===== src/include/htif_config.svh =====
`ifndef HTIF_CONFIG_SVH
`define HTIF_CONFIG_SVH

// Bus and host channel widths
`define HTIF_WORD_W      32
`define HTIF_HALF_W      16
`define HTIF_ID_W        12
`define HTIF_ADDR_W      32

// Register index field inside the AXI address
`define HTIF_REG_LSB     2
`define HTIF_REG_MSB     6

`define HTIF_FIFO_DEPTH  32  // Words, power of two

// Register map
`define HTIF_REG_COUNT   0   // Read
`define HTIF_REG_DATA_RD 1   // Read
`define HTIF_REG_DATA_WR 0   // Write
`define HTIF_REG_RESET   31  // Write

`endif


===== src/rtl/htif_pkg.sv =====
`include "htif_config.svh"

package htif_pkg;

  // ----------------------------------------
  // Data and bus types
  // ----------------------------------------
  typedef logic [`HTIF_WORD_W-1:0] word_t;
  typedef logic [`HTIF_HALF_W-1:0] half_t;
  typedef logic [`HTIF_ID_W-1:0]   axi_id_t;
  typedef logic [`HTIF_ADDR_W-1:0] axi_addr_t;

  typedef logic [`HTIF_REG_MSB-`HTIF_REG_LSB:0] reg_idx_t;

  // Holds 0 up to a full FIFO
  typedef logic [$clog2(`HTIF_FIFO_DEPTH+1)-1:0] fifo_count_t;

  // ----------------------------------------
  // Register indexes and FSM states
  // ----------------------------------------
  typedef enum reg_idx_t {
    RD_COUNT = `HTIF_REG_COUNT,
    RD_DATA  = `HTIF_REG_DATA_RD
  } rd_reg_e;

  typedef enum reg_idx_t {
    WR_DATA  = `HTIF_REG_DATA_WR,
    WR_RESET = `HTIF_REG_RESET
  } wr_reg_e;

  typedef enum logic {RD_IDLE, RD_RESP} rd_state_e;

  typedef enum logic [1:0] {WR_IDLE, WR_COMMIT, WR_RESP} wr_state_e;

endpackage


===== src/rtl/htif_fifo_if.sv =====
`timescale 1ns/100ps

// Links the register slave with the inbound and outbound queues
interface htif_fifo_if;
  import htif_pkg::*;

  // Toward the chip
  logic        in_wren;
  word_t       in_data;
  logic        in_full;

  // From the chip
  logic        out_rden;
  word_t       out_data;
  fifo_count_t out_count;

  modport axi_side (
    output in_wren, in_data, out_rden,
    input  in_full, out_data, out_count
  );

  modport in_side (
    input  in_wren, in_data,
    output in_full
  );

  modport out_side (
    input  out_rden,
    output out_data, out_count
  );

endinterface


===== src/rtl/htif_fifo.sv =====
`timescale 1ns/100ps
`include "htif_config.svh"

module htif_fifo #(
  parameter int DEPTH = `HTIF_FIFO_DEPTH
) (
  input  logic                  userclk2,
  input  logic                  reset,
  input  logic                  wren,
  input  logic                  rden,
  input  htif_pkg::word_t       din,
  output htif_pkg::word_t       dout,
  output logic                  empty,
  output logic                  full,
  output htif_pkg::fifo_count_t count
);
  import htif_pkg::*;

  localparam int PTR_W = $clog2(DEPTH);

  word_t            mem [DEPTH];
  logic [PTR_W-1:0] wr_ptr;
  logic [PTR_W-1:0] rd_ptr;
  fifo_count_t      count_next;
  logic             write;
  logic             read;

  assign write = wren && !full;   // Dropped when full
  assign read  = rden && !empty;  // Dropped when empty

  assign dout = mem[rd_ptr];      // Head word, no read latency

  always_comb
  begin
    count_next = count;
    if (write && !read)
      count_next = count + 1'b1;
    else if (read && !write)
      count_next = count - 1'b1;
  end

  // Pointers, count and flags
  always_ff @(posedge userclk2)
  begin
    if (reset)
    begin
      wr_ptr <= '0;
      rd_ptr <= '0;
      count  <= '0;
      empty  <= 1'b1;
      full   <= 1'b0;
    end
    else
    begin
      if (write)
        wr_ptr <= wr_ptr + 1'b1;
      if (read)
        rd_ptr <= rd_ptr + 1'b1;
      count <= count_next;
      empty <= (count_next == '0);
      full  <= (count_next == fifo_count_t'(DEPTH));
    end
  end

  // Storage
  always_ff @(posedge userclk2)
  begin
    if (write)
      mem[wr_ptr] <= din;
  end

  a_count_bound: assert property (
    @(posedge userclk2) disable iff (reset)
    count <= fifo_count_t'(DEPTH)
  ) else $error("FIFO count above depth");

endmodule


===== src/rtl/host_in_path.sv =====
`timescale 1ns/100ps
`include "htif_config.svh"

module host_in_path (
  input  logic            userclk2,
  input  logic            reset,
  htif_fifo_if.in_side    fifo,
  output logic            host_in_valid,
  input  logic            host_in_ready,
  output htif_pkg::half_t host_in_bits
);
  import htif_pkg::*;

  word_t head;
  logic  empty;
  logic  half_sel;   // 0 while the low half is offered
  logic  handshake;

  htif_fifo u_fifo (
    .userclk2 (userclk2),
    .reset    (reset),
    .wren     (fifo.in_wren),
    .rden     (handshake && half_sel),  // Pop after the high half
    .din      (fifo.in_data),
    .dout     (head),
    .empty    (empty),
    .full     (fifo.in_full),
    .count    ()
  );

  assign host_in_valid = !empty;
  assign handshake     = host_in_valid && host_in_ready;

  // Low half goes first
  assign host_in_bits = half_sel ? head[`HTIF_WORD_W-1:`HTIF_HALF_W]
                                 : head[`HTIF_HALF_W-1:0];

  always_ff @(posedge userclk2)
  begin
    if (reset)
      half_sel <= 1'b0;
    else if (handshake)
      half_sel <= !half_sel;
  end

  // Offered half must not move while the chip stalls
  a_bits_hold: assert property (
    @(posedge userclk2) disable iff (reset)
    host_in_valid && !host_in_ready |=> $stable(host_in_bits)
  ) else $error("host_in_bits changed under back-pressure");

endmodule


===== src/rtl/host_out_path.sv =====
`timescale 1ns/100ps

module host_out_path (
  input  logic            userclk2,
  input  logic            reset,
  htif_fifo_if.out_side   fifo,
  input  logic            host_out_valid,
  output logic            host_out_ready,
  input  htif_pkg::half_t host_out_bits
);
  import htif_pkg::*;

  half_t low_r;      // First half of the pending word
  logic  half_sel;   // Set once the low half is held
  logic  full;
  logic  handshake;

  // ----------------------------------------
  // Half-word packer
  // ----------------------------------------
  assign host_out_ready = !full;   // Even a low half waits on a full FIFO
  assign handshake      = host_out_valid && host_out_ready;

  always_ff @(posedge userclk2)
  begin
    if (reset)
      half_sel <= 1'b0;
    else if (handshake)
      half_sel <= !half_sel;
  end

  always_ff @(posedge userclk2)
  begin
    if (handshake && !half_sel)
      low_r <= host_out_bits;
  end

  // ----------------------------------------
  // Word queue toward the processor
  // ----------------------------------------
  htif_fifo u_fifo (
    .userclk2 (userclk2),
    .reset    (reset),
    .wren     (handshake && half_sel),    // Written with the high half
    .rden     (fifo.out_rden),
    .din      ({host_out_bits, low_r}),
    .dout     (fifo.out_data),
    .empty    (),
    .full     (full),
    .count    (fifo.out_count)
  );

endmodule


===== src/rtl/htif_axi_slave.sv =====
`timescale 1ns/100ps
`include "htif_config.svh"

module htif_axi_slave (
  input  logic                userclk2,
  input  logic                reset,
  // Write address and data
  input  htif_pkg::axi_addr_t awaddr,
  input  htif_pkg::axi_id_t   awid,
  input  logic                awvalid,
  output logic                awready,
  input  htif_pkg::word_t     wdata,
  input  logic                wvalid,
  output logic                wready,
  // Write response
  output htif_pkg::axi_id_t   bid,
  output logic                bvalid,
  input  logic                bready,
  // Read address and data
  input  htif_pkg::axi_addr_t araddr,
  input  htif_pkg::axi_id_t   arid,
  input  logic                arvalid,
  output logic                arready,
  output htif_pkg::word_t     rdata,
  output htif_pkg::axi_id_t   rid,
  output logic                rvalid,
  output logic                rlast,
  input  logic                rready,
  output logic                cpu_reset,
  htif_fifo_if.axi_side       fifo
);
  import htif_pkg::*;

  wr_state_e wr_state;
  rd_state_e rd_state;
  reg_idx_t  wr_idx;
  reg_idx_t  rd_idx;
  axi_id_t   awid_r;
  axi_id_t   arid_r;
  logic      wr_commit;

  // ----------------------------------------
  // Write channel
  // ----------------------------------------

  // Data writes wait for room, anything else goes straight through
  assign wr_commit = (wr_state == WR_COMMIT) && !((wr_idx == WR_DATA) && fifo.in_full);

  always_ff @(posedge userclk2)
  begin
    if (reset)
      wr_state <= WR_IDLE;
    else
    begin
      case (wr_state)
        WR_IDLE:
        begin
          if (awvalid && wvalid)
            wr_state <= WR_COMMIT;
        end
        WR_COMMIT:
        begin
          if (wr_commit)
            wr_state <= WR_RESP;
        end
        WR_RESP:
        begin
          if (bready)
            wr_state <= WR_IDLE;
        end
        default: wr_state <= WR_IDLE;
      endcase
    end
  end

  always_ff @(posedge userclk2)
  begin
    if ((wr_state == WR_IDLE) && awvalid && wvalid)
    begin
      wr_idx <= awaddr[`HTIF_REG_MSB:`HTIF_REG_LSB];
      awid_r <= awid;
    end
  end

  assign awready      = wr_commit;   // Both accepted in the commit cycle
  assign wready       = wr_commit;
  assign fifo.in_wren = wr_commit && (wr_idx == WR_DATA);
  assign fifo.in_data = wdata;       // Still held by the master here
  assign cpu_reset    = wr_commit && (wr_idx == WR_RESET);

  assign bvalid = (wr_state == WR_RESP);
  assign bid    = awid_r;

  // ----------------------------------------
  // Read channel
  // ----------------------------------------
  always_ff @(posedge userclk2)
  begin
    if (reset)
      rd_state <= RD_IDLE;
    else
    begin
      case (rd_state)
        RD_IDLE:
        begin
          if (arvalid)
            rd_state <= RD_RESP;
        end
        RD_RESP:
        begin
          if (rready)
            rd_state <= RD_IDLE;
        end
      endcase
    end
  end

  always_ff @(posedge userclk2)
  begin
    if ((rd_state == RD_IDLE) && arvalid)
    begin
      rd_idx <= araddr[`HTIF_REG_MSB:`HTIF_REG_LSB];
      arid_r <= arid;
    end
  end

  assign arready = (rd_state == RD_IDLE);
  assign rvalid  = (rd_state == RD_RESP);
  assign rlast   = (rd_state == RD_RESP);   // Single beat only
  assign rid     = arid_r;

  // Count in the low bits, every other index reads the head word
  assign rdata = (rd_idx == RD_COUNT) ? word_t'(fifo.out_count) : fifo.out_data;

  assign fifo.out_rden = rvalid && rready && (rd_idx == RD_DATA);

  a_bvalid_hold: assert property (
    @(posedge userclk2) disable iff (reset)
    bvalid && !bready |=> bvalid && $stable(bid)
  ) else $error("bvalid dropped before bready");

  a_rvalid_hold: assert property (
    @(posedge userclk2) disable iff (reset)
    rvalid && !rready |=> rvalid && $stable(rid)
  ) else $error("rvalid dropped before rready");

endmodule


===== src/rtl/htif_bridge.sv =====
`timescale 1ns/100ps

module htif_bridge (
  input  logic                userclk2,
  input  logic                reset,
  // AXI slave port
  input  htif_pkg::axi_addr_t awaddr,
  input  htif_pkg::axi_id_t   awid,
  input  logic                awvalid,
  output logic                awready,
  input  htif_pkg::word_t     wdata,
  input  logic                wvalid,
  output logic                wready,
  output htif_pkg::axi_id_t   bid,
  output logic                bvalid,
  input  logic                bready,
  input  htif_pkg::axi_addr_t araddr,
  input  htif_pkg::axi_id_t   arid,
  input  logic                arvalid,
  output logic                arready,
  output htif_pkg::word_t     rdata,
  output htif_pkg::axi_id_t   rid,
  output logic                rvalid,
  output logic                rlast,
  input  logic                rready,
  // Test chip side
  output logic                cpu_reset,
  output logic                host_in_valid,
  input  logic                host_in_ready,
  output htif_pkg::half_t     host_in_bits,
  input  logic                host_out_valid,
  output logic                host_out_ready,
  input  htif_pkg::half_t     host_out_bits
);

  htif_fifo_if fifo_bus ();

  htif_axi_slave u_axi_slave (
    .userclk2  (userclk2),
    .reset     (reset),
    .awaddr    (awaddr),
    .awid      (awid),
    .awvalid   (awvalid),
    .awready   (awready),
    .wdata     (wdata),
    .wvalid    (wvalid),
    .wready    (wready),
    .bid       (bid),
    .bvalid    (bvalid),
    .bready    (bready),
    .araddr    (araddr),
    .arid      (arid),
    .arvalid   (arvalid),
    .arready   (arready),
    .rdata     (rdata),
    .rid       (rid),
    .rvalid    (rvalid),
    .rlast     (rlast),
    .rready    (rready),
    .cpu_reset (cpu_reset),
    .fifo      (fifo_bus.axi_side)
  );

  // Processor to chip
  host_in_path u_host_in (
    .userclk2      (userclk2),
    .reset         (reset),
    .fifo          (fifo_bus.in_side),
    .host_in_valid (host_in_valid),
    .host_in_ready (host_in_ready),
    .host_in_bits  (host_in_bits)
  );

  // Chip to processor
  host_out_path u_host_out (
    .userclk2       (userclk2),
    .reset          (reset),
    .fifo           (fifo_bus.out_side),
    .host_out_valid (host_out_valid),
    .host_out_ready (host_out_ready),
    .host_out_bits  (host_out_bits)
  );

endmodule


===== config.mk =====
export PLATFORM = sky130hd
export DESIGN_NAME = htif_bridge
export DESIGN_NICKNAME = d
export VERILOG_FILES = /design/src/rtl/htif_pkg.sv /design/src/rtl/htif_fifo_if.sv /design/src/rtl/htif_fifo.sv /design/src/rtl/host_in_path.sv /design/src/rtl/host_out_path.sv /design/src/rtl/htif_axi_slave.sv /design/src/rtl/htif_bridge.sv
export VERILOG_INCLUDE_DIRS = /design/src /design/src/include
export SDC_FILE = /design/constraint.sdc
export NUM_CORES = 2
export LEC_CHECK = 0
export BUFFER_PORTS_ARGS = -buffer_cell sky130_fd_sc_hd__buf_2
export CAP_MARGIN = 15
export CORE_MARGIN = 2
export CORE_UTILIZATION = 30
export CTS_CLUSTER_SIZE = 8
export DETAILED_ROUTE_END_ITERATION = 16
export HOLD_SLACK_MARGIN = 0.02
export PLACE_DENSITY = 0.47
export SLEW_MARGIN = 10
export SYNTH_ARGS = -nofsm -noshare
export SYNTH_HDL_FRONTEND = slang
export SYNTH_SLANG_ARGS = --single-unit

===== constraint.sdc =====
create_clock -name userclk2 -period 6.39 [get_ports userclk2]
set_clock_uncertainty 0.05 [all_clocks]
set_input_delay 1.278 -clock userclk2 [delete_from_list [all_inputs] [get_ports userclk2]]
set_output_delay 1.278 -clock userclk2 [all_outputs]
set_load 0.005 [all_outputs]

# After elaboration in Yosys (flattened, before gate mapping)
# Memory sizes are Yosys's and may differ from the RTL's. A register that Yosys moved wholly into a read port is not among the register bits.
# Index checks and enable logic that the tools add are counted.
dict set report word_totals {
  ramBits 2048
  romBits 0
  memories 2
  ff_bits 91
  output_inout_bits 81
  latchBits 0
  wordCells 100
  in_bits 145
}
# name depth word_bits rd rd_ports_with_merged_regs wr line
set memory_table {}
lappend memory_table {u_host_in.u_fifo.mem 32 32 1 1 1 htif_fifo.sv:21} ;# word_t mem [DEPTH];
lappend memory_table {u_host_out.u_fifo.mem 32 32 1 1 1 htif_fifo.sv:21}
dict set report op_classes {
  n_bitwise 1
  n_eq_ne 9
  n_shift 0
  reduce_logical 40
  n_lt_le_gt_ge 0
  n_addsub 8
  div_mod_pow 0
  mux 21
  n_mul 0
}
# operator count
set ops {}
lappend ops {{32-bit 2-to-1 mux} 1}
lappend ops {{6-bit 2-to-1 mux} 4}
lappend ops {{1-bit logical AND} 23}
lappend ops {{5-bit by 1-bit adder with 5-bit output (second input constant)} 4}
lappend ops {{5-bit 2-to-1 mux} 4}
lappend ops {{16-bit 2-to-1 mux} 1}
lappend ops {{6-bit by 1-bit adder with 6-bit output (second input constant)} 2}
lappend ops {{6-bit equality test (second input constant)} 2}
lappend ops {{6-bit zero test} 2}
lappend ops {{6-bit by 1-bit subtractor with 6-bit output (second input constant)} 2}
lappend ops {{1-bit zero test} 11}
lappend ops {{5-bit zero test} 2}
lappend ops {{1-bit 2-to-1 mux} 6}
lappend ops {{2-bit 2-to-1 mux} 3}
lappend ops {{2-bit by 1-bit inequality test with 1-bit output (second input constant)} 3}
lappend ops {{2-bit one-hot mux with 3 select lines} 1}
lappend ops {{5-bit by 1-bit equality test with 1-bit output (second input constant)} 1}
lappend ops {{5-bit equality test (second input constant)} 1}
lappend ops {{3-bit AND reduction} 1}
lappend ops {{2-bit by 1-bit equality test with 1-bit output (second input constant)} 1}
lappend ops {{2-bit equality test (second input constant)} 1}
lappend ops {{2-bit zero test} 1}
lappend ops {{1-bit one-hot mux with 2 select lines} 1}
lappend ops {{1-bit inverter} 1}

# Longest topological paths before layout
dict set report logic_depth {
  depth_word 11
  ltp_mapped 10
  depth_no_buf 7
}

# Modules after synthesis
# A second synthesis with hierarchy kept.
dict set report unflattened {
  hier_cells 3402
  hier_area_um2 82382.8
}
# mod area_each_um2 n_inst cells_per_inst seq_area_each_um2
set by_module_without_submodules {}
lappend by_module_without_submodules {{htif_fifo (u_host_in.u_fifo)} 39913.3 1 1614 31209.9}
lappend by_module_without_submodules {{htif_fifo (u_host_out.u_fifo)} 39870.7 1 1608 31209.9}
lappend by_module_without_submodules {htif_axi_slave 1739.2 1 131 1081.0}
lappend by_module_without_submodules {host_out_path 551.8 1 24 500.5}
lappend by_module_without_submodules {host_in_path 307.8 1 25 20.0}

# Least setup slack after synthesis
# No wires, ideal clock.
dict set report synth_path {
  path_kind {input -> register}
  start {in host_out_valid}
  end {mem u_host_out.u_fifo.mem[23][0] in the netlist's numbering, enable pin}
  path_stages 4
  path_slack_ns 1.526
  required_ns 5.872
  path_buffers 1
  setup_time_ns 0.468
  arrival_ns 4.346
  path_cell_list {and3b_2 > clkbuf_1 > nand3_1 > nor3b_1}
}
dict set report synth_via {
  elab_chain_len 5
}
# item line
set synth_rtl {}
lappend synth_rtl {{start, declared} htif_bridge.sv:31} ;# input logic host_out_valid,
lappend synth_rtl {{1-bit logical AND} host_out_path.sv:22} ;# assign handshake = host_out_valid && host_out_ready;
lappend synth_rtl {{1-bit logical AND} host_out_path.sv:44} ;# .wren (handshake && half_sel),
lappend synth_rtl {{1-bit logical AND} htif_fifo.sv:28} ;# assign write = wren && !full;
lappend synth_rtl {{1-bit 2-to-1 mux} htif_fifo.sv:68} ;# if (write)
lappend synth_rtl {{1-bit 2-to-1 mux (not written as such)} htif_fifo.sv:69} ;# mem[wr_ptr] <= din;
lappend synth_rtl {{end, declared} htif_fifo.sv:21}
# No other way between the ends.

==> reports/metrics.cfg <==
[synth]
ys_ff_latch = 2149
synthAdderAreaFrac = 0.00213
synth_nets = 3770
synth_enable_flop_cells = 2098
synthMuxAreaShare = 0.171
syn_inst = 3611
synth_cell_types = 66
synth_area_per_cell_sq_um = 22.8
synth_top_family_by_area = multiplexers
yosys_warnings = 0
yosys.area_share.simple = 0.0183
yosysSeqAreaShare = 0.779
async_flop_share = 0
ys.flop_type = edfxtp_1
synth_compound_area_frac = 0.0150
synth_area_sq_um = 82200
synth_xor_area_frac = 0.00298

[placed_design]
placed_area_sq_um = 88500
place_hpwl_microns = 125000
placed_cells = 7328
io_buffer_count = 171
routabilityCongestion = 0.712

[die]
die-width_microns = 527
rows = 192
num_io_pins = 226
core_area_sq_um = 273000
die_h_microns = 527
die_area_sq_um = 278000
start_util = 0.301

[worst_setup_path]
start_kind = register
ff2ff_setup_slack_ps = 2740
crit_arrival_ps = 4020
cp_top_family = buffers and inverters
crit_type = reg -> out
required_ps = 5060
crit_slowest_cell = dfxtp_4
critPathMaxStageDelay_ps = 710
path_cells = buf_12, buf_4, mux4_2, mux2i_1, a32oi_1, nand3_1, o31ai_1, buf_2
cp-end-kind = primary output
worst-path-buf-inv = 3
path_max_fanout = 60

[sta]
clock.fmax_mhz = 187
finalMaxSlewViolations = 0
setup_violations = 0
period_needed_ps = 5350
min_period_over_period = 0.837
worst_pin_slew_ps = 1110
setup_tns_ps = 0
hold_viol = 0
rsz0062_at_grt = no
relSlewSlack = 0.259

[routing]
drtPass1Iterations = 7
drt-vias-per-instance = 4.99
wirelength_microns = 222000
drc = 0
post_drt_wl_per_cell_microns = 28.9
num_vias = 38400
ant_nets = 0
drtIter0Drc = 3551

[global_routing]
grt_pass1_vias = 40900
grt_max_degree = 63
antenna_found_initial = 31
grt-ovfl-total = 0
grt_pass1_wl_microns = 312000
grtUsageTotal = 0.157

[clock_network]
cts_setup_buffers = 0
clock_path_buffers = 4
cts_tree = yes
h-tree-depth = 5
hold_buffers = 0
clock_latency_ps = 840
ctsResizeCount = 0
root_buffer = clkbuf_16
cts_made_buffers = 312
path_clk_slew_ps = 50
cts_sinks = 2149

[outcome]
status = complete, no violations

[worst_hold_path]
hold_class = reg -> reg

[finish]
fin_area_sq_um = 96900
final_nets = 4213
instances_no_fill = 7708
drive_gt1_frac = 0.328
num-fill-cells = 25000
syn_to_final_growth_pct = 17.8

[power_and_ir_drop]
powerDensity_nw_per_um2 = 316
p_leak_nw = 29.1
vdd.ir_drop.worst_v = 0.000225

[job]
cap_violations = 0

==> layout by cell type, fill, tap and decap left out, types with 14 or more instances in the layout <==
cell          n
dfxtp_1      41
clkbuf_1     36
edfxtp_1   2098
nor3_1       30
clkbuf_16   321
mux2i_1     140
mux4_2      532
nor2_1       42
nand3_1      26
o21ai_1      15
ha_1         14
xnor2_1      14
a22o_1       26
a22oi_1      17
a32oi_1      18
xor2_1       14
nor2_4       64
o22ai_1      26
nand2_1      80
buf_12       14
mux2_2       57
nor2b_1      16
buf_4       137
inv_1        14
buf_2       171
==> per-stage QoR <==
| step | power (mW) | hold slack, ps | utilization | worst slack [ps] |
|---|---|---|---|---|
| 6_report | 30.6 | 450 | 0.355 | 1040 |
| 5_1_grt | 31.6 | 497 | 0.355 | 779 |
| 4_1_cts | 31.0 | 466 | 0.354 | 899 |
| 3_5_place_dp | 16.3 | 447 | 0.324 | 1830 |
| 3_3_place_gp | 16.3 | 452 | 0.324 | 1840 |
| 2_1_floorplan | 16.0 | 402 | - | 1530 |
==> cell usage after synthesis, types with 4 or more instances <==
cell type	instances	area, sq um
buf_4	16	120
nor2_1	105	394
nand4_1	11	68.8
o21ai_1	15	75.1
a221oi_1	11	96.3
o31ai_1	4	30.0
mux2_2	57	642
xor2_1	14	123
mux2i_1	140	1400
a2111oi_0	6	52.6
buf_6	4	45.0
a211oi_1	6	45.0
dfxtp_1	51	1020
buf_1	18	67.6
nand3b_1	6	45.0
nor3_1	32	160
nand3_1	26	130
nand2_1	80	300
a21oi_1	7	35.0
inv_1	15	56.3
o21ai_0	7	35.0
a22o_1	26	228
a22oi_1	17	128
or2_2	4	25.0
o22ai_1	26	163
a32oi_1	18	158
buf_2	85	425
edfxtp_1	2098	63000
clkbuf_1	72	270
mux4_2	532	12000
nor2b_1	21	131
xnor2_1	14	123
ha_1	14	175
o211ai_1	6	45.0
==> worst register-to-register path, delay by kind of cell, from the launching register on <==
| family | cells | cell delay [ps] |
|---|---|---|
| DFF | 1 | 380 |
| buffers and inverters | 2 | 810 |
| and+or+nand+nor | 4 | 2040 |
==> power by group <==
| part | switching [mW] | internal [mW] |
|---|---|---|
| registers | 0.0748 | 15.6 |
| clock network | 5.71 | 8.87 |
| logic | 0.305 | 0.102 |
| total | 6.09 | 24.5 |
==> cells by family after synthesis <==
group	Yosys count
DFF	2149
muxes	729
and+or+nand+nor	315
buffers and inverters	210
AOI/OAI and AO/OA	166
xor gates and xnor gates	28
adders and majority gates	14
==> area by class of cell <==
class                           count  area (sq um)  area share
Antenna cell                        8          20.0    0.000207
Tap cell                         3589          4490      0.0464
Sequential cell                  2149         64100       0.661
Timing Repair Buffer              324          2210      0.0228
Multi-Input combinational cell   1252         17700       0.183
Clock buffer                      357          8170      0.0843
Clock inverter                     14           163     0.00168
Inverter                           15          56.3    0.000581
==> path summary, 6_finish.rpt <==
kind              cells after the start                    endpoint                  startpoint
hold / removal                        2                    register  u_host_in.u_fifo.rd_ptr[1]
setup reg to reg                      6  u_host_in.u_fifo.mem[2][1]       u_axi_slave.wr_idx[0]
hold reg to reg                       2                    register  u_host_in.u_fifo.rd_ptr[1]
setup / recovery                      8            host_in_bits[11]                    register
==> metal layers <==
metal | up-vias | global-route usage | part of all wire
li1 | 16100 | - | -
met1 | 20900 | 0.202 | 0.42
met2 | 1008 | 0.269 | 0.50
met3 | 379 | 0.0266 | 0.046
met4 | 4 | 0.0512 | 0.031
met5 | - | 0 | 0.00012
==> registers in the layout (all words and copies together), names as in the netlist, 6 cells and up, named ones only <==
signal / flops
u_axi_slave.bid: 12
u_axi_slave.rid: 12
u_host_in.u_fifo.count: 6
u_host_in.u_fifo.mem: 1024
u_host_out.low_r: 16
u_host_out.u_fifo.count: 6
u_host_out.u_fifo.mem: 1024
No activity file was read; power rests on OpenSTA's default activity.
